--- src/include/cam_consts.svh ---
// ====================================================================
// Camera snapshot constants
// Image geometry, pixel format, quantizer thresholds,
// serial bit timing and sensor reset delay
// ====================================================================
`ifndef CAM_CONSTS_SVH
`define CAM_CONSTS_SVH

// Image geometry, 28 x 28 snapshot
`define IMG_PIXELS 784
`define ADDR_W 10

// Raw sensor pixel width
`define PIXEL_W 12

// Quantizer thresholds, strictly greater than
`define THR_HI 127
`define THR_MID 15
`define THR_LO 7

// ASCII '0', digits run '0' to '3'
`define DIGIT_BASE 8'h30

// Clock cycles per serial bit
`define BAUD_DIV 8

// Cycles from reset release to sensor release
`define RESET_DELAY 32

`endif

--- src/source/reset_sequencer.sv ---
// ====================================================================
// Power-on reset sequencer
// Holds the sensor in reset for a fixed delay after KEY release
// ====================================================================
`timescale 1ns/100ps
`include "cam_consts.svh"

module reset_sequencer (
  input  logic CLOCK_50,
  input  logic KEY,
  output logic sensor_reset_n,
  output logic enable
);

  localparam int CNT_W = $clog2(`RESET_DELAY);

  // Delay counter, saturates once released
  logic [CNT_W-1:0] delay_cnt;
  logic             released;

  always_ff @(posedge CLOCK_50 or negedge KEY) begin
    if (!KEY) begin
      delay_cnt <= '0;
      released  <= 1'b0;
    end else if (!released) begin
      // Last count reached, release on this edge
      if (delay_cnt == CNT_W'(`RESET_DELAY - 1)) begin
        released <= 1'b1;
      end else begin
        delay_cnt <= delay_cnt + 1'b1;
      end
    end
  end

  // Sensor and capture logic come out of reset together
  assign sensor_reset_n = released;
  assign enable         = released;

endmodule

--- config.mk ---
export PLATFORM = sky130hd
export DESIGN_NAME = reset_sequencer
export DESIGN_NICKNAME = d
export VERILOG_FILES = /design/src/source/reset_sequencer.sv
export VERILOG_INCLUDE_DIRS = /design/src /design/src/include
export SDC_FILE = /design/constraint.sdc
export NUM_CORES = 1
export LEC_CHECK = 0
export BUFFER_PORTS_ARGS = -buffer_cell sky130_fd_sc_hd__buf_2
export CAP_MARGIN = 20
export CORE_AREA = 2 2 39 41
export DETAILED_ROUTE_END_ITERATION = 12
export DIE_AREA = 0 0 41 43
export HOLD_SLACK_MARGIN = 0.15
export SLEW_MARGIN = 5
export SYNTH_ARGS = -nofsm -noshare
export SYNTH_HDL_FRONTEND = slang
export SYNTH_SLANG_ARGS = --single-unit
--- constraint.sdc ---
create_clock -name CLOCK_50 -period 2 [get_ports CLOCK_50]
set_input_delay 0.2 -clock CLOCK_50 [delete_from_list [all_inputs] [get_ports CLOCK_50]]
set_output_delay 0.2 -clock CLOCK_50 [all_outputs]
set_load 0.02 [all_outputs]
* Yosys cells after proc, flatten, opt, wreduce, memory -nomap -nowiden
Index checks and enable logic that the tools add are counted.
W data, S select, Z words.
** Word-level totals
- Flip-flop bits (word level) :: 6
- Word-level logic and storage cells :: 9
** Operators by class
- Multiplexer cells :: 2
- Bitwise operators :: 2
- Equal/unequal tests :: 1
- Reduce and logical (&&, ||, !) cells :: 1
- Add/sub/neg operators :: 1
** Operator list (number)
- $add A5 B1 Y5 const B :: 1
- $eq A5 B5 Y1 const B :: 1
- $mux W1 :: 2
- $not A1 Y1 :: 2
- $reduce_and A2 Y1 :: 1

* Depth between registers and ports, before layout
Gate-level depths: netlist of run 1.
- Depth in word-level cells :: 3
- Depth in mapped cells :: 6
- Depth with buffers taken out :: 6

* Worst setup path after synthesis of run 1
No wires, ideal clock.
- Kind :: register to register
- Start point :: reg delay_cnt[0]
- End point :: reg delay_cnt[1]
- Stages on the path, launching flop included :: 6
- Arrival :: 1458 ps
- Buffers on the path :: 0
- Setup slack :: 417 ps
- Data required time :: 1875 ps
- Period minus slack after synthesis :: 1583 ps
- Library setup time :: 125 ps
- Path through :: dfrtp_1 ha_1 and3_1 ha_1 nor2_4 mux2_2
** Between the ends
- Longest elaborated chain between the ends :: 3
- Elaborated cells between the ends (all ways) :: 4
** Ends and longest elaborated chain
- start, declared :: RTL line reset_sequencer.sv:18 : logic [CNT_W-1:0] delay_cnt;
- start signal, assigned :: RTL line reset_sequencer.sv:30 : delay_cnt <= delay_cnt + 1'b1;
- branches (longest 3 deep; another with $add A5 B1 Y5)
Several ways; the timed one is not identified.
A chain may end at the register's enable or synchronous reset.

* Worst setup path after layout of run 1
Ends and elaborated chain as after synthesis.

==> impl_metrics.tcl, run 1 <==
set metrics [dict create \
    fmax_ghz 0.604 \
    path_cells "ha_1 -> and3_1 -> ha_1 -> nor2_4 -> mux2_2" \
    firstDrtPassIters 2 \
    tightest_slew_ns 0.172 \
    finalPower_mw 0.234 \
    worstSetupPathType "reg -> reg" \
    cts-root-buf "clkbuf_4" \
    vias 159 \
    hold_viol 0 \
    core_area_um2 1380 \
    wl_um 391 \
    synthArstFlopShare 1.00 \
    yosysSeqAreaShare 0.571 \
    routedWlPerCell_um 9.54 \
    setup_slack_ns 0.343 \
    ant_nets 0 \
    cts.clk_slew.worst_paths_ns 0.05 \
    portBuffers 3 \
    mappedNetlistNets 23 \
    globalplace.congestion 0.551 \
    syn_avg_cell_area_um2 13.8 \
    r2r.worst_path.cells 5 \
    cts_num_sinks 6 \
    ioPinCount 4 \
    synth_edf_count 0 \
    synthCells 19 \
    fp.dieH_um 43 \
    yosysMostFrequentCell "dfrtp_1" \
    maxCapViolations 0 \
    worstPathRequired_ns 2.12 \
    syn_area_um2 263 \
    peakVddDrop_mv 0.209 \
    relSlewSlack 0.885 \
    numCtsBuffers 3 \
    dp_slack_ns 0.345 \
    clk_latency_ns 0.24 \
    h-tree-depth 1 \
    crit_slowest_cell "dfrtp_1" \
    synthTopCellsByCount "dfrtp_1, ha_1, mux2_2, xnor2_1" \
    grt_pass1_wl_um 662 \
    worst_setup_path_end_kind "register" \
    nNetsFinal 31 \
    hold_path.class "in -> async" \
    max_stage_delay_ns 0.40 \
    drive_gt1_frac 0.360 \
    p_leak_nw 0.106 \
    final_design_area_no_fill_um2 323 \
    setup-tns-final_ns 0 \
    fin_hold_ws_ns 0.318 \
    cts.path.max_buffers 2 \
    drv_slew 0 \
    grt_usage 0.0667 \
    cts_tree "yes" \
    start_util 0.190 \
    grt_pass1_vias 171 \
    path_depth 5 \
    grt-ovfl-total 0 \
    setup_viol 0 \
    post-route-period-util 0.828 \
    critical_path_buf_inv_count 0 \
    critPathArrivalTime_ns 1.78 \
    route.detailed.drc 0 \
    start_kind "register" \
    yosys.area.top_type "dfrtp_1" \
    dieArea_um2 1760 \
    viasPerCell 3.88 \
    ys_warn_count 0 \
    area_growth_pct 22.9 \
    ys_ff_latch 6 \
    synth_area_leaders "dfrtp_1, ha_1, mux2_2" \
    pwr_density_cell_nw_per_um2 726 \
    antenna_found_initial 0 \
    die_w_um 41 \
    rsz0062_at_grt "no" \
    fillers 146 \
    finalClockSkew_ns 0.00555 \
    synth_top_area_share 0.571 \
    outcome "complete, no violations" \
    drt_iter0_markers 1 \
    synth_cell_types 11 \
    rows 14 \
    n_antenna_cell 0 \
    crit_top_cell "ha_1" \
    min_period_ns 1.66 \
    ys.flop_type "dfrtp_1" \
    grt_max_degree 7 \
    crit_family "adder cells" \
    place_area_um2 290 \
    crit_fanout 6 \
]
metal layers:
metal	wire, um	up-vias	global-route usage
met5	0	-	0
met1	152	77	0.0592
li1	-	75	-
met3	50	0	0.0942
met4	0	0	0.0200
met2	187	7	0.0844
stage by stage:
stage / util / instances
after CTS: 0.233 / 41
after floorplan: - / 19
after global placement: 0.210 / 37
after detailed placement: 0.210 / 37
final: 0.233 / 41
after global routing: 0.233 / 41
final timing paths:
kind,from,slack (ns),end
min in group CLOCK_50,delay_cnt[3],0.46,delay_cnt[3]
worst min register to register,delay_cnt[3],0.46,delay_cnt[3]
max in group asynchronous,KEY,1.54,delay_cnt[1]
worst min-delay path,KEY,0.32,delay_cnt[3]
worst max-delay path,delay_cnt[0],0.34,delay_cnt[1]
worst max register to register,delay_cnt[0],0.34,delay_cnt[1]
layout make-up:
class / count / area, um2 / area share
Sequential cell: 6 / 150 / 0.465
Multi-Input combinational cell: 11 / 101 / 0.314
Clock buffer: 3 / 22.5 / 0.0698
Tap cell: 16 / 20.0 / 0.0620
Inverter: 1 / 3.75 / 0.0116
Timing Repair Buffer: 4 / 25.0 / 0.0775
registers in the layout, summed over array words and instances (netlist names):
register   cells
delay_cnt      5
enable         1
where the power goes:
group | switching, mW | internal [mW]
Sequential | 0 | 0.122
Combinational | 0.00243 | 0.00200
Clock | 0.0404 | 0.0676
cells by family (layout without fill, tap and decap cells):
logic type,after synthesis,in the layout,share of synthesized area
AND/OR/NAND/NOR,4,4,0.105
adder cells (fa/ha/maj),2,2,0.0952
XOR/XNOR,3,3,0.100
flip-flops,6,6,0.571
buffers and inverters,2,8,0.0429
multiplexers,2,2,0.0857
worst reg2reg max path: cells and delay by family, from the launching register on:
family	cells	cell delay [ns]
adder cells (fa/ha/maj)	2	0.42
flip-flops	1	0.40
multiplexers	1	0.35
AND/OR/NAND/NOR	2	0.37
cells in the final DEF (no fill, tap or decap):
master,Yosys,layout
and3_1,1,1
buf_2,0,3
clkbuf_4,0,3
dfrtp_1,6,6
dlygate4sd3_1,0,1
ha_1,2,2
inv_1,1,1
mux2_2,2,2
nand2_1,1,1
nand4_1,1,1
nor2_4,1,1
xnor2_1,2,2
xor2_1,1,1
timing repair:
item | CTS | global route
setup buffers | 0 | 0
setup endpoints to repair | 0 | 0
resized for setup | 0 | 0
hold buffers | 1 | 0
endpoints found under the hold margin | 6 | 0
(Power assumes the default switching activity.)
==> run 2: changes to the inputs <==
==> constraint.sdc (replaced) <==
create_clock -name CLOCK_50 -period 1.7 [get_ports CLOCK_50]
set_input_delay 0.17 -clock CLOCK_50 [delete_from_list [all_inputs] [get_ports CLOCK_50]]
set_output_delay 0.17 -clock CLOCK_50 [all_outputs]
set_load 0.02 [all_outputs]
==> impl_metrics.tcl, run 2 (same netlist as run 1, synthesis figures left out) <==
set metrics [dict create \
    r2r_end "delay_cnt[1]" \
    grt-ovfl-total 0 \
    portBuffers 3 \
    routedWlPerCell_um 10.0 \
    grt_pass1_vias 159 \
    grt_usage 0.0677 \
    rsz0062_at_grt "no" \
    fin_hold_ws_ns 0.282 \
    clk_latency_ns 0.24 \
    antenna_found_initial 0 \
    h-tree-depth 1 \
    top_register "delay_cnt" \
    grt_pass1_wl_um 662 \
    setup_viol 0 \
    fp.dieH_um 43 \
    start_kind "register" \
    fmax_ghz 0.616 \
    post-route-period-util 0.955 \
    outcome "complete, no violations" \
    rows 14 \
    cts.clk_slew.worst_paths_ns 0.04 \
    largest_register_ffs 5 \
    layout_commonest_cell "dfrtp_1" \
    wl_um 422 \
    dieArea_um2 1760 \
    viasPerCell 3.88 \
    drt_iter0_markers 3 \
    grt_max_degree 7 \
    vias 163 \
    firstDrtPassIters 2 \
    hold_path.class "in -> async" \
    hold_viol 0 \
    cts_resized 0 \
    globalplace.congestion 0.575 \
    layout_common_cells "dfrtp_1, clkbuf_4, buf_2" \
    ant_nets 0 \
    drive_gt1_frac 0.385 \
    fillers 143 \
    cts-root-buf "clkbuf_4" \
    die_w_um 41 \
    area_growth_pct 25.7 \
    drv_slew 0 \
    worstPathRequired_ns 1.82 \
    dp_slack_ns 0.0174 \
    cts_num_sinks 6 \
    worstSetupPathType "reg -> reg" \
    p_leak_nw 0.110 \
    cts.path.max_buffers 2 \
    route.detailed.drc 0 \
    r2r.worst_path.cells 5 \
    nNetsFinal 32 \
    maxCapViolations 0 \
    min_period_ns 1.62 \
    cts_tree "yes" \
    tightest_slew_ns 0.172 \
    critPathArrivalTime_ns 1.74 \
    relSlewSlack 0.885 \
    setup_slack_ns 0.0769 \
    reg2reg_from "delay_cnt[0]" \
    ioPinCount 4 \
    pwr_density_cell_nw_per_um2 836 \
    finalClockSkew_ns 0.00485 \
    crit_fanout 6 \
    setup-tns-final_ns 0 \
    numCtsBuffers 3 \
    core_area_um2 1380 \
    rrSetupSlack_ns 0.08 \
    n_antenna_cell 0 \
    start_util 0.190 \
    worst_setup_path_end_kind "register" \
    peakVddDrop_mv 0.350 \
]
-- run 2: worst max-delay path by stage --
stage / from / end / slack, ns / cells past startpoint
6_report: delay_cnt[0] / delay_cnt[1] / 0.08 / 5
2_1_floorplan: delay_cnt[0] / delay_cnt[1] / 0.12 / 5
3_5_place_dp: delay_cnt[0] / delay_cnt[4] / 0.02 / 5
4_1_cts: delay_cnt[0] / delay_cnt[1] / 0.006 / 5
5_1_grt: delay_cnt[1] / delay_cnt[1] / 0.005 / 5
3_3_place_gp: delay_cnt[0] / delay_cnt[1] / 0.07 / 5
-- run 2: stage by stage --
step,power [mW],util,instance area [um2],cells
finish,0.276,0.239,330,42
global route,0.300,0.239,330,42
CTS,0.284,0.233,323,41
detailed placement,0.149,0.210,290,37
global placement,0.149,0.210,290,37
floorplan,0.145,-,263,19
-- run 2: power by group --
part / switching, mW / internal [mW] / leakage, nW / total (mW)
sequential: 0 / 0.143 / 0.0525 / 0.143
clock: 0.0481 / 0.0796 / 0.0138 / 0.128
combinational: 0.00284 / 0.00234 / 0.0441 / 0.00518
total: 0.0509 / 0.225 / 0.110 / 0.276
-- run 2: layer usage --
metal | wire (um) | vias up | track usage
met3 | 50 | 2 | 0.0942
met1 | 164 | 78 | 0.0557
li1 | - | 77 | -
met4 | 9 | 0 | 0.0400
met2 | 197 | 6 | 0.0813
met5 | 0 | - | 0
-- run 2: timing repair --
item / in CTS / in global routing
hold buffers: 1 / 0
endpoints found under the setup margin: 0 / 2
hold endpoints to repair: 6 / 0
setup buffers: 0 / 1
-- run 2: layout make-up --
cell class	count	area (um2)	share of cell area
clock buffers	3	22.5	0.0682
inverters	1	3.75	0.0114
multi-input cells	11	101	0.307
flip-flops and latches	6	150	0.455
well taps	16	20.0	0.0606
repair buffers	5	32.5	0.0985
-- run 2: worst max-delay path: stages (launching register included) --
cell,delay (ns)
dfrtp_1,0.38
ha_1,0.21
and3_1,0.19
ha_1,0.21
nor2_4,0.17
mux2_2,0.35
