--- src/include/cam_consts.svh ---
// ====================================================================
// Camera snapshot constants
// Image geometry, pixel format, quantizer thresholds,
// serial bit timing and sensor reset delay
// ====================================================================
`ifndef CAM_CONSTS_SVH
`define CAM_CONSTS_SVH

// Image geometry, 28 x 28 snapshot
`define IMG_PIXELS 784
`define ADDR_W 10

// Raw sensor pixel width
`define PIXEL_W 12

// Quantizer thresholds, strictly greater than
`define THR_HI 127
`define THR_MID 15
`define THR_LO 7

// ASCII '0', digits run '0' to '3'
`define DIGIT_BASE 8'h30

// Clock cycles per serial bit
`define BAUD_DIV 8

// Cycles from reset release to sensor release
`define RESET_DELAY 32

`endif

--- src/source/cam_pkg.sv ---
// ====================================================================
// Shared camera capture types
// Pixel, address and byte widths, memory request and status structs,
// loader and streamer state encodings
// ====================================================================
`include "cam_consts.svh"

package cam_pkg;

  // Plain widths with a meaning
  typedef logic [`PIXEL_W-1:0] pixel_t;
  typedef logic [`ADDR_W-1:0]  img_addr_t;
  typedef logic [7:0]          char_t;

  // Image store access, wdata ignored on reads
  typedef struct packed {
    logic      valid;
    img_addr_t addr;
    pixel_t    wdata;
  } mem_req_t;

  // Sensor pins, already on CLOCK_50
  typedef struct packed {
    logic   fval;
    logic   lval;
    pixel_t data;
  } sensor_in_t;

  // Board status flags
  typedef struct packed {
    logic armed;
    logic captured;
    logic image_ready;
    logic sent;
  } status_t;

  typedef enum logic [1:0] {WAIT_FRAME, LOADING, FULL} load_state_e;
  typedef enum logic [1:0] {IDLE, READ, SEND, DONE} stream_state_e;

endpackage

--- src/source/pixel_loader.sv ---
// ====================================================================
// Pixel loader
// Windows the captured frame and writes its first image's worth of
// valid pixels into the image store through the write port
// ====================================================================
`timescale 1ns/100ps
`include "cam_consts.svh"

module pixel_loader (
  input  logic                CLOCK_50,
  input  logic                KEY,
  input  logic                clear_n,
  input  logic                captured,
  input  cam_pkg::sensor_in_t sensor,
  input  logic                wr_grant,
  output cam_pkg::mem_req_t   wr_req,
  output logic                image_ready
);

  localparam cam_pkg::img_addr_t LAST_ADDR = cam_pkg::img_addr_t'(`IMG_PIXELS - 1);
  localparam cam_pkg::img_addr_t END_ADDR  = cam_pkg::img_addr_t'(`IMG_PIXELS);

  cam_pkg::load_state_e state;
  cam_pkg::sensor_in_t  sensor_q;
  logic                 fval_prev;
  cam_pkg::mem_req_t    hold;
  cam_pkg::mem_req_t    new_req;
  cam_pkg::img_addr_t   next_addr;
  logic                 frame_start;
  logic                 take_pixel;
  logic                 slot_free;
  logic                 last_write;

  // ==================================================================
  // Frame window
  // ==================================================================
  // Input stage delays fval so captured is already set at the frame edge
  assign frame_start = sensor_q.fval && !fval_prev && captured;
  assign take_pixel  = sensor_q.fval && sensor_q.lval && (next_addr != END_ADDR) &&
                       ((state == cam_pkg::LOADING) ||
                        ((state == cam_pkg::WAIT_FRAME) && frame_start));

  // Request slot frees up in the cycle it is granted
  assign slot_free  = !wr_req.valid || wr_grant;
  assign last_write = wr_req.valid && wr_grant && (wr_req.addr == LAST_ADDR);
  assign new_req    = '{valid: 1'b1, addr: next_addr, wdata: sensor_q.data};

  assign image_ready = (state == cam_pkg::FULL);

  // ==================================================================
  // State, address and write request
  // ==================================================================
  always_ff @(posedge CLOCK_50 or negedge KEY) begin
    if (!KEY) begin
      state     <= cam_pkg::WAIT_FRAME;
      sensor_q  <= '0;
      fval_prev <= 1'b0;
      wr_req    <= '0;
      hold      <= '0;
      next_addr <= '0;
    end else begin
      sensor_q  <= sensor;
      fval_prev <= sensor_q.fval;
      if (!clear_n) begin
        state     <= cam_pkg::WAIT_FRAME;
        wr_req    <= '0;
        hold      <= '0;
        next_addr <= '0;
      end else begin
        case (state)
          cam_pkg::WAIT_FRAME: if (frame_start) state <= cam_pkg::LOADING;
          cam_pkg::LOADING:    if (last_write) state <= cam_pkg::FULL;
          default:             state <= state;
        endcase
        // Held pixel goes first, new one queues behind it
        if (slot_free) begin
          if (hold.valid) begin
            wr_req <= hold;
            hold   <= take_pixel ? new_req : '0;
          end else begin
            wr_req <= take_pixel ? new_req : '0;
          end
        end else if (take_pixel) begin
          // Write still pending, park the pixel
          hold <= new_req;
        end
        if (take_pixel) begin
          next_addr <= next_addr + 1'b1;
        end
      end
    end
  end

endmodule

--- config.mk ---
export PLATFORM = sky130hd
export DESIGN_NAME = pixel_loader
export DESIGN_NICKNAME = d
export VERILOG_FILES = /design/src/source/cam_pkg.sv /design/src/source/pixel_loader.sv
export VERILOG_INCLUDE_DIRS = /design/src /design/src/include
export SDC_FILE = /design/constraint.sdc
export NUM_CORES = 1
export LEC_CHECK = 0
export BUFFER_PORTS_ARGS = -buffer_cell sky130_fd_sc_hd__buf_2
export CAP_MARGIN = 20
export CELL_PAD_IN_SITES_DETAIL_PLACEMENT = 1
export CELL_PAD_IN_SITES_GLOBAL_PLACEMENT = 2
export CORE_UTILIZATION = 38
export CTS_CLUSTER_DIAMETER = 120
export DETAILED_ROUTE_END_ITERATION = 8
export GPL_TIMING_DRIVEN = 0
export PLACE_DENSITY_LB_ADDON = 0.1
export RECOVER_POWER = 100
export SYNTH_ARGS = -nofsm -noshare
export SYNTH_HDL_FRONTEND = slang
export SYNTH_SLANG_ARGS = --single-unit
--- constraint.sdc ---
create_clock -name CLOCK_50 -period 2.02 [get_ports CLOCK_50]
set_input_delay 0.404 -clock CLOCK_50 [delete_from_list [all_inputs] [get_ports CLOCK_50]]
set_output_delay 0.404 -clock CLOCK_50 [all_outputs]
set_load 0.05 [all_outputs]
# After elaboration in Yosys (flattened, before gate mapping)
# Index checks and enable logic that the tools add are counted.
[op_classes]
mux = 14
n_eq_ne = 11
addsub = 1
reduce_logical = 15
[op_table]
columns = ["operator", "count"]
rows = [
  ["$mux W23", 8],
  ["$mux W10", 2],
  ["$add A10 B1 Y10 const B", 1],
  ["$eq A10 B10 Y1 const B", 1],
  ["$ne A10 B10 Y1 const B", 1],
  ["$ne A3 B3 Y1 const B", 3],
  ["$logic_and A1 B1 Y1", 8],
  ["$mux W2", 3],
  ["$ne A3 B1 Y1 const B", 2],
  ["$ne A2 B1 Y1 const B", 2],
  ["$pmux W2 S2", 1],
  ["$reduce_and A3 Y1", 1],
  ["$eq A2 B1 Y1 const B", 1],
  ["$eq A2 B2 Y1 const B", 1],
  ["$logic_not A1 Y1", 2],
  ["$logic_not A2 Y1", 1],
  ["$logic_or A1 B1 Y1", 2],
  ["$reduce_and A2 Y1", 1],
]
[word_totals]
elab_cells = 53
output_inout_bits = 24
in_bits = 19
ff_bits = 73

# Longest topological paths before layout
[depth]
ltp_word = 10
depth_mapped = 7
mapped_depth_nobuf = 6

# Worst setup path before layout
# Ideal clock, no wire load.
[synth_path]
kind = "reg-to-reg"
startpoint = "reg next_addr[0]"
endpoint = "reg hold[12] in the netlist's numbering"
required_time_ns = 1.954
t_arrival_ns = 1.747
period_less_slack_ns = 1.813
setup_slack_ns = 0.207
path_stages_with_launch = 8
setup_time_ns = 0.066
path_cell_list = "dfrtp_1 -> inv_1 -> ha_1 -> and4bb_1 -> and4b_4 -> a2111oi_4 -> buf_6 -> a22o_1"
[synth_via]
elab_chain_len = 7
[synth_lines]
columns = ["item", "line", "rtl"]
rows = [
  ["start, declared", "pixel_loader.sv:28", "cam_pkg::img_addr_t next_addr;"],
  ["start signal, assigned", "pixel_loader.sv:88", "next_addr <= next_addr + 1'b1;"],
  ["$ne A10 B10 Y1", "pixel_loader.sv:39", "assign take_pixel = sensor_q.fval && sensor_q.lval && (next_addr != END_ADDR) &&"],
  ["$logic_and A1 B1 Y1 (2 in a row)", "pixel_loader.sv:39", ""],
  ["$mux W23", "pixel_loader.sv:79", "hold <= take_pixel ? new_req : '0;"],
  ["$mux W23", "pixel_loader.sv:77", "if (hold.valid) begin"],
  ["$mux W23", "pixel_loader.sv:76", "if (slot_free) begin"],
  ["$mux W23", "pixel_loader.sv:64", "if (!clear_n) begin"],
  ["end signal, assigned", "pixel_loader.sv:79", ""],
  ["end signal, assigned", "pixel_loader.sv:85", "hold <= new_req;"],
  ["end, declared", "pixel_loader.sv:26", "cam_pkg::mem_req_t hold;"],
]
# Several ways; a longest one is shown, not always the timed one. The select of a mux whose other input is x is not followed.
# A chain may end at the register's enable or synchronous reset.

# Worst setup path after layout
[layout_path]
startpoint = "reg next_addr[0]"
endpoint = "reg hold[21] in the netlist's numbering"
[layout_via]
elab_chain_len = 7
[layout_lines]
columns = ["item", "line"]
rows = [
  ["$ne A10 B10 Y1 (*)", "pixel_loader.sv:39"],
  ["$logic_and A1 B1 Y1 (*) (2 in a row)", "pixel_loader.sv:39"],
  ["$mux W23", "pixel_loader.sv:79"],
  ["$mux W23", "pixel_loader.sv:77"],
  ["$mux W23", "pixel_loader.sv:76"],
  ["$mux W23", "pixel_loader.sv:64"],
]
# Mark *: on every way between the ends. The rest lies on a longest branch, timed or not. The select of a mux whose other input is x is not followed.

==> impl_metrics.ini <==
[worst_setup_path]
slowest_delay_ps = 390
required_ps = 2260
r2r_setup_slack_ps = 90
cp-end-kind = register
slowest_stage = dfrtp_2
worstPathArrival_ps = 2170
cp_cell_sequence = inv_1 -> ha_1 -> and4bb_1 -> and4b_4 -> o31a_1 -> clkbuf_4 -> a22o_1
crit_type = register to register
critPathMaxFanout = 10
start_kind = register
r2r_cells = 7

[floorplan]
dieArea_mm2 = 0.008114
core.rowCount = 31
ioPinCount = 43
initial_core_util_pct = 40.00
die_height_um = 90.08
coreArea_mm2 = 0.007370
dieWidth_um = 90.08

[drt]
vias = 2104
drt-total-wl_um = 6963
first_pass_iters = 4
ant_nets = 0
drt_iter0_markers = 79
drc = 0
drt-wirelength-per-cell_um = 17.85
vias_per_cell = 5.395

[cells_and_area]
final_net_count = 307
fin_util_pct = 48.03
antenna_cells = 0
drive_gt1_share_pct = 18.21
fillers = 794
multi_input_area_mm2 = 0.001041
area_growth_pct = 20.08
layout.cells.non_filler = 390
regArea_mm2 = 0.001829

[timing]
tightest_slew_ps = 1244
fin_tns_setup_ps = 0
finalHoldViolCount = 0
relSlewSlack_pct = 17.10
setup_viol = 0
fin_crit_sh_pct = 95.76
rsz0062_at_grt = no
fin_skew_ps = 10.35
setup_ws_ps = 85.58
max_freq_mhz = 517.0
post-route-min-period_ps = 1934
slew_violations = 0

[clocking]
clk_latency_ps = 350
cts_buffers = 9
cts_buffer_depth = 2
path_clk_slew_ps = 80
cts_root_buf = clkbuf_8
h-tree-depth = 3
cts_tree = built
cts_sinks = 73

[place]
dp_slack_ps = -148.0
place_congestion = 0.7382
placed_cells = 369
dp_hpwl_um = 4810
port-buffer-count = 42

[min_path]
min_path_type = input port to register
worst_hold_path.num_cells = 1

[grt]
grt_usage_pct = 19.28
grt_pass1_vias = 2296
grt_pass1_wl_um = 12060
antenna_found_initial = 0
grt-ovfl-total = 0
grt_max_degree = 54

[power_and_ir_drop]
p_per_area_mw_per_mm2 = 786.7
total_power_mw = 2.785
leakage_nw = 1.790
vdd_ir_drop_max_mv = 0.4389

[logic_synthesis]
syn_inst = 227
yosysWarningCount = 0
synth_nets = 248
synthesis.area_mm2 = 0.002948
post_synth_num_cell_types = 39
synth-seq-cells = 73
syn_area_per_cell_um2 = 12.99
ys_seq_area_share_pct = 61.97

[status]
status = completed

[run]
drv_cap = 0
[worst max-delay path: cells and delay by family, from the launching register on]
family / cells / cell delay, ps
fa+ha+maj: 1 / 200
simple gates: 2 / 420
compound gates: 2 / 500
flops: 1 / 390
buf+inv: 2 / 310
[cell usage in the layout (no fill, tap or decap), types with 4 or more instances in the layout]
master and count:
clkbuf_1 31, buf_4 4, a21o_1 22, nand2_1 11, buf_2 18, mux2i_1 4
a22o_1 44, nor2_1 8, dfrtp_1 71, inv_1 4, clkbuf_8 10
[power breakdown]
part           internal [mW]  leakage [nW]  switching [mW]
Sequential              1.48         0.980          0.0127
Clock                  0.606         0.103           0.553
Combinational         0.0403         0.707          0.0911
[repair_timing]
item / in CTS / in global routing
cloned: 0 / 0
setup endpoints to repair: 42 / 41
hold buffers: 1 / 0
gates resized for setup: 3 / 4
pin swaps: 1 / 1
endpoints found under the hold margin: 20 / 0
setup buffers: 0 / 4
[flip-flops by register name, summed over array words and instances (netlist names)]
| signal | flops |
|---|---|
| next_addr | 10 |
| state | 2 |
| sensor_q | 2 |
| hold | 23 |
| new_req | 12 |
| fval_prev | 1 |
| wr_req | 23 |
[kinds of logic after synthesis]
group / synth area share [%]
multiplexers: 1.358
XOR/XNOR: 0.8915
AO/OA/AOI/OAI: 23.51
buffers and inverters: 2.971
flip-flops: 61.97
AND/OR/NAND/NOR: 8.446
adder cells (fa/ha/maj): 0.8488
[synthesized netlist by cell type (all sizes together)]
master | count | share of area [%]
clkbuf | 7 | 0.89
nand4 | 2 | 0.42
and3b | 1 | 0.30
and4b | 1 | 0.47
or4b | 1 | 0.34
buf | 6 | 1.4
a21o | 22 | 5.6
o21a | 2 | 0.51
a31oi | 1 | 0.21
nand4b | 1 | 0.30
xor2 | 3 | 0.89
mux2i | 4 | 1.4
nor4 | 1 | 0.21
o21bai | 1 | 0.25
a2111oi | 1 | 0.93
and4bb | 1 | 0.42
nor2b | 2 | 0.42
dfrtp | 73 | 62
nand3 | 2 | 0.34
ha | 2 | 0.85
o31a | 2 | 0.59
a21oi | 3 | 0.51
or3 | 2 | 0.42
o21ai | 3 | 0.64
inv | 4 | 0.51
and3 | 2 | 0.42
nand2b | 3 | 0.64
nor3b | 2 | 0.51
a22o | 44 | 13
nor3 | 3 | 0.51
nand2 | 11 | 1.4
nor2 | 8 | 1.0
o211ai | 1 | 0.25
and4 | 1 | 0.30
o2111ai | 2 | 0.59
clkinv | 1 | 0.13
a32o | 1 | 0.34
[per-stage QoR]
| step | instance area, um2 | hold WS [ps] |
|---|---|---|
| CTS | 3532 | 142.7 |
| detailed placement | 3312 | 314.3 |
| floorplan | 2948 | 108.4 |
| global placement | 3282 | 381.2 |
| global route | 3540 | 127.7 |
| finish | 3540 | 150.0 |
[worst paths after layout]
| check | endpoint | start |
|---|---|---|
| worst max-delay path | hold[21] | next_addr[0] |
| worst max register to register | hold[21] | next_addr[0] |
| worst min register to register | fval_prev | sensor_q[13] |
| max in group asynchronous | next_addr[0] | KEY |
| worst min-delay path | new_req[9] | sensor[9] |
| min in group asynchronous | wr_req[11] | KEY |
[routing by layer]
metal  GRT usage [%]  wire (um)  up-vias
met5               0          0        -
met4           7.124         96        0
met3           5.076        260       10
met2           30.28       3358       40
met1           25.65       3247     1088
li1                -          -      966
[area by class of cell]
class                   instances  share of cell area [%]
clock inverters                 6                   1.838
well taps                      99                   3.499
multi-input cells             136                   29.41
repair buffers                 48                   6.999
clock buffers                  10                   3.888
inverters                       5                  0.5302
plain buffers                  13                   2.156
flip-flops and latches         73                   51.68
Note: power is estimated with default switching activity, not from simulation.
