$ cat src/include/cam_consts.svh
// ====================================================================
// Camera snapshot constants
// Image geometry, pixel format, quantizer thresholds,
// serial bit timing and sensor reset delay
// ====================================================================
`ifndef CAM_CONSTS_SVH
`define CAM_CONSTS_SVH

// Image geometry, 28 x 28 snapshot
`define IMG_PIXELS 784
`define ADDR_W 10

// Raw sensor pixel width
`define PIXEL_W 12

// Quantizer thresholds, strictly greater than
`define THR_HI 127
`define THR_MID 15
`define THR_LO 7

// ASCII '0', digits run '0' to '3'
`define DIGIT_BASE 8'h30

// Clock cycles per serial bit
`define BAUD_DIV 8

// Cycles from reset release to sensor release
`define RESET_DELAY 32

`endif

$ cat src/source/cam_pkg.sv
// ====================================================================
// Shared camera capture types
// Pixel, address and byte widths, memory request and status structs,
// loader and streamer state encodings
// ====================================================================
`include "cam_consts.svh"

package cam_pkg;

  // Plain widths with a meaning
  typedef logic [`PIXEL_W-1:0] pixel_t;
  typedef logic [`ADDR_W-1:0]  img_addr_t;
  typedef logic [7:0]          char_t;

  // Image store access, wdata ignored on reads
  typedef struct packed {
    logic      valid;
    img_addr_t addr;
    pixel_t    wdata;
  } mem_req_t;

  // Sensor pins, already on CLOCK_50
  typedef struct packed {
    logic   fval;
    logic   lval;
    pixel_t data;
  } sensor_in_t;

  // Board status flags
  typedef struct packed {
    logic armed;
    logic captured;
    logic image_ready;
    logic sent;
  } status_t;

  typedef enum logic [1:0] {WAIT_FRAME, LOADING, FULL} load_state_e;
  typedef enum logic [1:0] {IDLE, READ, SEND, DONE} stream_state_e;

endpackage

$ cat src/source/pixel_streamer.sv
// ====================================================================
// Pixel streamer
// Reads the stored image in address order, quantizes each pixel
// to an ASCII digit and hands it to the serial transmitter
// ====================================================================
`timescale 1ns/100ps
`include "cam_consts.svh"

module pixel_streamer (
  input  logic              CLOCK_50,
  input  logic              KEY,
  input  logic              clear_n,
  input  logic              image_ready,
  input  logic              rd_grant,
  input  cam_pkg::pixel_t   rd_data,
  input  logic              busy,
  output cam_pkg::mem_req_t rd_req,
  output logic              tx_start,
  output cam_pkg::char_t    tx_char,
  output logic              sent
);

  localparam cam_pkg::img_addr_t LAST_ADDR = cam_pkg::img_addr_t'(`IMG_PIXELS - 1);

  cam_pkg::stream_state_e state;
  cam_pkg::img_addr_t     addr;
  logic                   data_valid;

  // Four brightness levels, '0' darkest
  function automatic cam_pkg::char_t quantize(input cam_pkg::pixel_t p);
    cam_pkg::char_t level;
    if (p > cam_pkg::pixel_t'(`THR_HI)) begin
      level = 8'd3;
    end else if (p > cam_pkg::pixel_t'(`THR_MID)) begin
      level = 8'd2;
    end else if (p > cam_pkg::pixel_t'(`THR_LO)) begin
      level = 8'd1;
    end else begin
      level = 8'd0;
    end
    return `DIGIT_BASE + level;
  endfunction

  // Single read per address, dropped once the grant is back
  assign rd_req   = '{valid: (state == cam_pkg::READ) && !data_valid, addr: addr, wdata: '0};
  // Digit goes out once the transmitter is free
  assign tx_start = (state == cam_pkg::SEND) && !busy;
  assign sent     = (state == cam_pkg::DONE);

  always_ff @(posedge CLOCK_50 or negedge KEY) begin
    if (!KEY) begin
      state      <= cam_pkg::IDLE;
      addr       <= '0;
      data_valid <= 1'b0;
    end else begin
      data_valid <= rd_grant;
      if (!clear_n) begin
        state <= cam_pkg::IDLE;
      end else begin
        case (state)
          cam_pkg::IDLE: begin
            if (image_ready) begin
              addr  <= '0;
              state <= cam_pkg::READ;
            end
          end
          cam_pkg::READ: if (data_valid) state <= cam_pkg::SEND;
          cam_pkg::SEND: begin
            if (!busy) begin
              if (addr == LAST_ADDR) begin
                state <= cam_pkg::DONE;
              end else begin
                addr  <= addr + 1'b1;
                state <= cam_pkg::READ;
              end
            end
          end
          // Stays here until clear, one pass per capture
          cam_pkg::DONE: state <= cam_pkg::DONE;
        endcase
      end
    end
  end

  // Digit held steady through back-pressure
  always_ff @(posedge CLOCK_50) begin
    if ((state == cam_pkg::READ) && data_valid) begin
      tx_char <= quantize(rd_data);
    end
  end

endmodule

$ cat config.mk
export PLATFORM = sky130hd
export DESIGN_NAME = pixel_streamer
export DESIGN_NICKNAME = d
export VERILOG_FILES = /design/src/source/cam_pkg.sv /design/src/source/pixel_streamer.sv
export VERILOG_INCLUDE_DIRS = /design/src /design/src/include
export SDC_FILE = /design/constraint.sdc
export NUM_CORES = 1
export LEC_CHECK = 0
export BUFFER_PORTS_ARGS = -buffer_cell sky130_fd_sc_hd__clkbuf_2
export CELL_PAD_IN_SITES_DETAIL_PLACEMENT = 0
export CELL_PAD_IN_SITES_GLOBAL_PLACEMENT = 1
export CORE_MARGIN = 1
export CORE_UTILIZATION = 34
export CTS_BUF_LIST = sky130_fd_sc_hd__clkbuf_16
export CTS_CLUSTER_DIAMETER = 50
export DETAILED_ROUTE_END_ITERATION = 8
export PLACE_DENSITY_LB_ADDON = 0.12
export SLEW_MARGIN = 0
export SYNTH_ARGS = -nofsm -noshare
export SYNTH_HDL_FRONTEND = slang
export SYNTH_SLANG_ARGS = --single-unit
export TNS_END_PERCENT = 30
$ cat constraint.sdc
create_clock -name CLOCK_50 -period 4.9 [get_ports CLOCK_50]
set_input_delay 0.245 -clock CLOCK_50 [delete_from_list [all_inputs] [get_ports CLOCK_50]]
set_output_delay 0.245 -clock CLOCK_50 [all_outputs]
set_load 0.05 [all_outputs]
# [Word-level counts from Yosys, hierarchy flattened]
# Cells that the tools add are included.
[word_totals] regBits=21 input_bits=18 output_inout_bits=33 wordCells=42
[classes] n_addsub=2 n_lt_le_gt_ge=3 n_eq_ne=10 muxes=14 reduce_logical=9
[ops] operator="10-bit 2-to-1 mux" count=3
[ops] operator="10-bit one-hot mux with 2 select lines" count=1
[ops] operator="2-bit 2-to-1 mux" count=7
[ops] operator="12-bit by 3-bit greater-than comparator with 1-bit output, second input constant" count=1
[ops] operator="12-bit by 4-bit greater-than comparator with 1-bit output, second input constant" count=1
[ops] operator="12-bit by 7-bit greater-than comparator with 1-bit output, second input constant" count=1
[ops] operator="10-bit by 1-bit adder with 10-bit output, second input constant" count=1
[ops] operator="10-bit == test, second input constant" count=1
[ops] operator="3-bit != test, second input constant" count=3
[ops] operator="6-bit by 8-bit adder with 8-bit output, first input constant" count=1
[ops] operator="8-bit 2-to-1 mux" count=1
[ops] operator="2-bit one-hot mux with 4 select lines" count=1
[ops] operator="2-bit != test, second input constant" count=3
[ops] operator="5-bit AND reduction" count=1
[ops] operator="2-bit == test, second input constant" count=2
[ops] operator="1-bit logical AND" count=3
[ops] operator="3-bit AND reduction" count=1
[ops] operator="2-bit by 1-bit == test with 1-bit output, second input constant" count=1
[ops] operator="1-bit logical NOT" count=2
[ops] operator="2-bit logical NOT" count=1
[ops] operator="2-bit nonzero test" count=1
[ops] operator="1-bit 2-to-1 mux" count=1

# [Logic depth before layout (Yosys ltp)]
# Gate-level depths: netlist of the first run.
[logic_depth] depth_word=6 ltp_mapped=6

# [Worst setup path before layout of the first run]
# Ideal clock, no wire load.
[synth_path] path_type="register -> register" startpoint="register addr[6]" endpoint="register addr[6]" arrival_ns=1.873 path_slack_ns=2.878 path_stages_with_launch=6 path_buffers=1 synth_period_minus_slack_ns=2.022 cell_sequence="dfrtp_1 > or4b_4 > nor4_4 > or2_1 > buf_6 > o41ai_1"
[synth_via] elab_chain_len=4
[synth_rtl] item="from (decl)" line_no="pixel_streamer.sv:26" source="cam_pkg::img_addr_t addr;"
[synth_rtl] item="from (signal assigned)" line_no="pixel_streamer.sv:73" source="addr <= addr + 1'b1;"
[synth_rtl] item="10-bit by 1-bit adder with 10-bit output" line_no="pixel_streamer.sv:73"
[synth_rtl] item="10-bit 2-to-1 mux" line_no="pixel_streamer.sv:70" source="if (addr == LAST_ADDR) begin"
[synth_rtl] item="10-bit 2-to-1 mux" line_no="pixel_streamer.sv:69" source="if (!busy) begin"
[synth_rtl] item="10-bit one-hot mux with 2 select lines" line_no="pixel_streamer.sv:60" source="case (state)"
# Several ways; a longest one is shown, not always the timed one. The select of a mux whose other input is x is not followed.
# A chain may end at the register's enable or synchronous reset.

# [Worst setup path after layout of the first run]
[layout_path] startpoint="register state[0]" endpoint="register addr[1]"
[layout_via] elab_chain_len=3
[layout_rtl] item="from (decl)" line_no="pixel_streamer.sv:25" source="cam_pkg::stream_state_e state;"
[layout_rtl] item="from (signal assigned)" line_no="pixel_streamer.sv:52" source="state <= cam_pkg::IDLE;"
[layout_rtl] item="from (signal assigned)" line_no="pixel_streamer.sv:58" source="state <= cam_pkg::IDLE;"
[layout_rtl] item="from (signal assigned)" line_no="pixel_streamer.sv:64" source="state <= cam_pkg::READ;"
[layout_rtl] item="2-bit == test or 2-bit logical NOT (tied branches)" line_no="pixel_streamer.sv:60"
[layout_rtl] item="2-bit != test (no source line) or 2-bit nonzero test (tied branches)"
[layout_rtl] item="5-bit AND reduction (no source line)"
# Several ways; a longest one is shown, not always the timed one.

==> reports/metrics.csv, run 1 <==
stage,metric,value,unit
timing,clock skew,0.00689,ns
timing,final hold violation count,0,
detailed_routing,DR iter-0 viols,11,
setup_path,critical path type,flip-flop to flip-flop,
cells_and_area,filler cell count,275,
setup_path,cells along the critical path,"nand2b_1, nor4_4, or2_1, o21ai_0",
clock_tree,"Reg clk slew, reported paths",0.05,ns
timing,"Slew Viols, Final",0,
flow_run,maxcap violations,0,
timing,max_slew headroom,0.584,
timing,actual slew at the worst max-slew pin,0.624,ns
floorplan,Die Y-Extent,56.4,um
clock_tree,number of H-tree levels,1,
floorplan,Die W,56.4,um
power_and_ir_drop,Sw Share,0.306,
floorplan,Rows,19,
cells_and_area,post-route cell area,1190,um^2
cells_and_area,final cell count without fillers,170,
yosys,Cells after Synth,111,
floorplan,I/O pins,51,
yosys,library cells used by synthesis,35,
clock_tree,total CTS buffers,3,
setup_path,CP Launch Type,flip-flop,
yosys,"EDFF count, synth",2,
yosys,Synth async-reset ratio,0.867,
power_and_ir_drop,switching power,0.111,mW
yosys,Syn Area/Cell,9.07,um^2
cells_and_area,nets,159,
detailed_routing,DR WL/cell,12.4,um
grt,number of antenna violations at the first check in global routing,0,
yosys,Synth Register Bits,15,
placement,Placed Area,1100,um^2
grt,first-pass GRT wire length,3650,um
power_and_ir_drop,Logic pwr share,0.179,
setup_path,"CP delay by family, top",simple AND/OR/NAND/NOR gates,
power_and_ir_drop,LEAKAGE,0.595,nW
setup_path,CP max stage cell,nor4_4,
yosys,dominant synthesized flop cell,dfrtp_1,
grt,largest net degree at the start of global routing,16,
power_and_ir_drop,clock share of power,0.451,
timing,setup_tns,0,ns
grt,vias in the first global route,793,
detailed_routing,Detail Route Antenna Nets,0,
yosys,top cell type's share of synthesized area,0.323,
cells_and_area,layout cells sized above 1,0.273,
clock_tree,post-CTS sizing,0,
power_and_ir_drop,worst vdd ir,0.190,mV
timing,min Tclk post-route,2.11,ns
cells_and_area,Synth-to-Final Area Change,17.8,%
floorplan,die area,3180,um^2
placement,port bufs,29,
yosys,Post-Syn Area,1010,um^2
setup_path,buffer and inverter count on the worst path,0,
yosys,top cell type by total area after synthesis,dfrtp_1,
power_and_ir_drop,Reg power frac,0.370,
clock_tree,Clock Tree Root,clkbuf_16,
timing,RSZ-0062 raised after global routing,false,
status,run status,finished clean,
timing,count of final setup violators,0,
placement,DP Wirelength,1520,um
clock_tree,Post-CTS Hold Buffers,1,
floorplan,Core ar.,2780,um^2
clock_tree,Clock Latency Late Sink,0.25,ns
cells_and_area,antenna diode instance count,0,
yosys,YS warnings,0,
clock_tree,postcts setup bufs,0,
setup_path,crit-path max FO,15,
clock_tree,CTS tree,done,
grt,Congestion Overflow GR,0,
timing,fmax,0.474,GHz
power_and_ir_drop,Int Power,0.251,mW
detailed_routing,post-DR vias/cell,5.00,
clock_tree,Clock Tree Buf Depth,2,
yosys,synth top area cells,"dfrtp_1 32%, buf_4 13%, edfxtp_1 6.0%, o41ai_1 5.2%, o21ai_0 4.0%",
placement,RePlAce Congestion,0.762,
yosys,register area share after synthesis,0.383,
timing,fin crit share,0.431,
power_and_ir_drop,Tot Pwr,0.361,mW
power_and_ir_drop,PwrDens,304,nW/um^2
setup_path,max incr delay on CP,0.57,ns
grt,GRT Overall Usage,0.150,
detailed_routing,DRC violations left,0,
detailed_routing,1st-pass router iterations,4,
setup_path,Crit. End Element,flip-flop,
detailed_routing,total number of vias,850,
floorplan,Starting Density,0.362,
clock_tree,clock sinks,15,
timing,Setup WS post-layout,2.79,ns
placement,pre-CTS WS,2.74,ns
min_path,Hold WC Path Type,input pin to flip-flop,
detailed_routing,drt total wl,2100,um
setup_path,Worst Path Required,5.02,ns
setup_path,Crit path arrival time,2.23,ns
placement,placed cell count,165,
[cells in the mapped netlist (3+ instances only)]
master    instances
nor2b_1           3
inv_1             3
and3_1            4
o41ai_1           6
nand2_1           6
dfrtp_1          13
buf_4            18
nand3_1           4
nor2_1            5
o31ai_1           4
and2_1            4
nand2b_1          3
a21oi_1           3
o21ai_0           8
[worst reg2reg max path: cells and delay by family, from the launching register on]
kind	cells	cell delay, ns
and+or+nand+nor	3	1.39
DFF	1	0.45
AOI/OAI and AO/OA	1	0.15
[kinds of logic after synthesis]
kind of cell,share of synthesized area
simple gates,0.247
other cells,0.00746
buf+inv,0.173
fa+ha+maj,0.0124
compound gates,0.178
flops,0.383
[layout by cell type, fill, tap and decap left out, types with 2 or more instances in the layout]
| cell | instances |
|---|---|
| clkbuf_2 | 29 |
| conb_1 | 18 |
| dfrtp_1 | 13 |
| o21ai_0 | 8 |
| nand2_1 | 6 |
| o41ai_1 | 6 |
| nor2_1 | 5 |
| and2_1 | 4 |
| and3_1 | 4 |
| nand3_1 | 4 |
| o31ai_1 | 4 |
| inv_1 | 3 |
| nand2b_1 | 3 |
| nor2b_1 | 3 |
| a21oi_1 | 3 |
| clkbuf_16 | 3 |
| nor3b_1 | 2 |
| nor4_1 | 2 |
| nor3_1 | 2 |
| edfxtp_1 | 2 |
[sequential cells by signal (all words and copies together) (netlist names)]
register    flops
tx_char         2
data_valid      1
addr           10
state           2
[power by group through the flow]
stage / logic (mW) / registers, mW / clock network (mW)
2_1_floorplan: 0.0584 / 0.140 / 0
3_5_place_dp: 0.0646 / 0.136 / 0
6_report: 0.0647 / 0.134 / 0.163
5_1_grt: 0.0695 / 0.134 / 0.173
3_3_place_gp: 0.0642 / 0.136 / 0
4_1_cts: 0.0653 / 0.134 / 0.165
[per-layer routing]
| layer | up-vias | share of wire | track usage |
|---|---|---|---|
| li1 | 423 | - | - |
| met1 | 392 | 0.48 | 0.201 |
| met2 | 31 | 0.46 | 0.229 |
| met3 | 4 | 0.049 | 0.0369 |
| met4 | 0 | 0.015 | 0.0627 |
| met5 | - | 0 | 0 |
[worst paths after layout]
check                      startpoint    endpoint  slack [ns]  cells after the start
max in group asynchronous         KEY  data_valid        4.20                      2
min in group asynchronous         KEY     addr[4]        0.43                      2
hold / removal               rd_grant  data_valid        0.11                      1
hold reg to reg               addr[8]     addr[8]        0.55                      1
setup / recovery             state[0]     addr[1]        2.79                      4
setup reg to reg             state[0]     addr[1]        2.79                      4
[cell type report]
class,instances,area [um^2],area share
Timing Repair Buffer,31,163,0.137
Multi-Input combinational cell,86,508,0.428
Clock buffer,3,75.1,0.0633
Inverter,3,11.3,0.00949
Clock inverter,1,5.00,0.00422
Sequential cell,15,385,0.325
Tap cell,31,38.8,0.0327
[metrics by stage]
step | hold WS (ns) | utilization
floorplan | -0.0506 | -
global placement | 0.179 | 0.394
detailed placement | 0.181 | 0.394
CTS | 0.106 | 0.426
global route | 0.105 | 0.426
finish | 0.105 | 0.426
Power figures use the tool's default switching activity.
==> run 2, diff against run 1 <==
- CORE_UTILIZATION: 34 -> 32
- clock period: 4.9 -> 2.06 ns (I/O delays scaled with it)
==> reports/metrics.csv, run 2 (synthesis results as in run 1) <==
stage,metric,value,unit
cells_and_area,post-route cell area,1240,um^2
cells_and_area,antenna diode instance count,0,
setup_path,flop-to-flop setup slack,0.18,ns
clock_tree,postcts setup bufs,0,
floorplan,Die W,58.1,um
cells_and_area,Largest regs,"addr: 10 flops, state: 2 flops, tx_char: 2 flops",
min_path,Hold WC Path Type,input pin to flip-flop,
placement,DP Wirelength,1670,um
placement,pre-CTS WS,0.212,ns
cells_and_area,Multi-input gate area,508,um^2
grt,number of antenna violations at the first check in global routing,0,
detailed_routing,1st-pass router iterations,4,
placement,RePlAce Congestion,0.725,
power_and_ir_drop,Logic pwr share,0.183,
clock_tree,post-CTS sizing,0,
timing,fin crit share,0.914,
timing,count of final setup violators,0,
setup_path,Crit. End Element,flip-flop,
placement,port bufs,29,
detailed_routing,met2 wire len,1020,um
clock_tree,Clock Tree Buf Depth,2,
clock_tree,clock sinks,15,
cells_and_area,nets,164,
detailed_routing,DRC violations left,0,
flow_run,maxcap violations,0,
power_and_ir_drop,Int Power,0.598,mW
setup_path,critical path type,flip-flop to flip-flop,
detailed_routing,M1 WL,1120,um
detailed_routing,post-DR vias/cell,4.61,
setup_path,crit-path max FO,8,
timing,worst hold slack,0.101,ns
floorplan,Core ar.,2880,um^2
floorplan,die area,3380,um^2
floorplan,Die Y-Extent,58.1,um
detailed_routing,DR WL/cell,12.2,um
grt,GRT Overall Usage,0.142,
floorplan,I/O pins,51,
timing,setup_tns,0,ns
timing,"Slew Viols, Final",0,
cells_and_area,filler cell count,295,
grt,first-pass GRT wire length,3550,um
power_and_ir_drop,worst vdd ir,0.478,mV
timing,final hold violation count,0,
cells_and_area,"most common cell after layout, fill and taps aside",clkbuf_2,
grt,vias in the first global route,726,
grt,Congestion Overflow GR,0,
cells_and_area,layout cells sized above 1,0.292,
power_and_ir_drop,PwrDens,696,nW/um^2
clock_tree,Clock Latency Late Sink,0.25,ns
timing,fmax,0.531,GHz
power_and_ir_drop,switching power,0.265,mW
floorplan,Rows,19,
clock_tree,"Reg clk slew, reported paths",0.05,ns
power_and_ir_drop,clock share of power,0.449,
cells_and_area,final core occ,0.431,
grt,largest net degree at the start of global routing,15,
setup_path,CP Launch Type,flip-flop,
placement,placed cell count,180,
detailed_routing,WL met3,120,um
clock_tree,Clock Tree Root,clkbuf_16,
cells_and_area,Synth-to-Final Area Change,23.1,%
cells_and_area,FF+latch area,385,um^2
clock_tree,number of H-tree levels,1,
detailed_routing,max layer used,met4,
power_and_ir_drop,Tot Pwr,0.864,mW
detailed_routing,Detail Route Antenna Nets,0,
power_and_ir_drop,LEAKAGE,0.619,nW
timing,clock skew,0.00584,ns
placement,Placed Area,1140,um^2
setup_path,Worst Path Required,2.18,ns
detailed_routing,total number of vias,857,
cells_and_area,max reg flops,10,
timing,RSZ-0062 raised after global routing,false,
timing,min Tclk post-route,1.88,ns
cells_and_area,final cell count without fillers,186,
power_and_ir_drop,Sw Share,0.307,
detailed_routing,DR iter-0 viols,18,
cells_and_area,largest register by flop count,addr,
floorplan,Starting Density,0.350,
clock_tree,total CTS buffers,3,
setup_path,Crit path arrival time,2.00,ns
status,run status,finished clean,
detailed_routing,drt total wl,2270,um
clock_tree,CTS tree,done,
timing,Setup WS post-layout,0.176,ns
cells_and_area,most frequent cells in the layout,"29 x clkbuf_2, 18 x conb_1, 13 x dfrtp_1",
power_and_ir_drop,Reg power frac,0.368,
==> run 2: changes by cell type in the layout (fill, tap and decap cells not counted), sizes merged <==
cell and change:
buf +4, dlygate4sd3 +1
==> run 2: final timing paths <==
| kind | from | endpoint | cells past startpoint |
|---|---|---|---|
| max | addr[6] | addr[1] | 4 |
| min | clear_n | state[0] | 3 |
| max reg2reg | addr[6] | addr[1] | 4 |
| min reg2reg | addr[5] | addr[5] | 1 |
| max in group asynchronous | KEY | data_valid | 2 |
| min in group asynchronous | KEY | addr[8] | 2 |
==> run 2: metal layers <==
layer | vias to the layer above | global-route usage
met1 | 395 | 0.197
met2 | 30 | 0.210
li1 | 430 | -
met5 | - | 0
met4 | 0 | 0.0408
met3 | 2 | 0.0469
==> run 2: worst max-delay path: stages, from the launching register on <==
cell and delay, ns:
dfrtp_1 0.45, or4b_4 0.57, nor4_4 0.25, or2_1 0.34, o21ai_0 0.14
==> run 2: repair_timing <==
item | CTS | global route
endpoints found under the setup margin | 0 | 0
endpoints found under the hold margin | 14 | 0
hold buffers | 2 | 0
==> run 2: layout make-up <==
| cell class | instances | area share |
|---|---|---|
| multi-input cells | 86 | 0.410 |
| flip-flops and latches | 15 | 0.311 |
| repair buffers | 36 | 0.163 |
| clock buffers | 3 | 0.0605 |
| well taps | 42 | 0.0424 |
| inverters | 3 | 0.00908 |
| clock inverters | 1 | 0.00404 |
==> run 2: power by group through the flow <==
stage	Combinational, mW	Clock [mW]	Sequential (mW)
finish	0.158	0.388	0.318
global route	0.168	0.411	0.319
CTS	0.158	0.398	0.318
detailed placement	0.155	0	0.323
global placement	0.154	0	0.323
floorplan	0.139	0	0.333
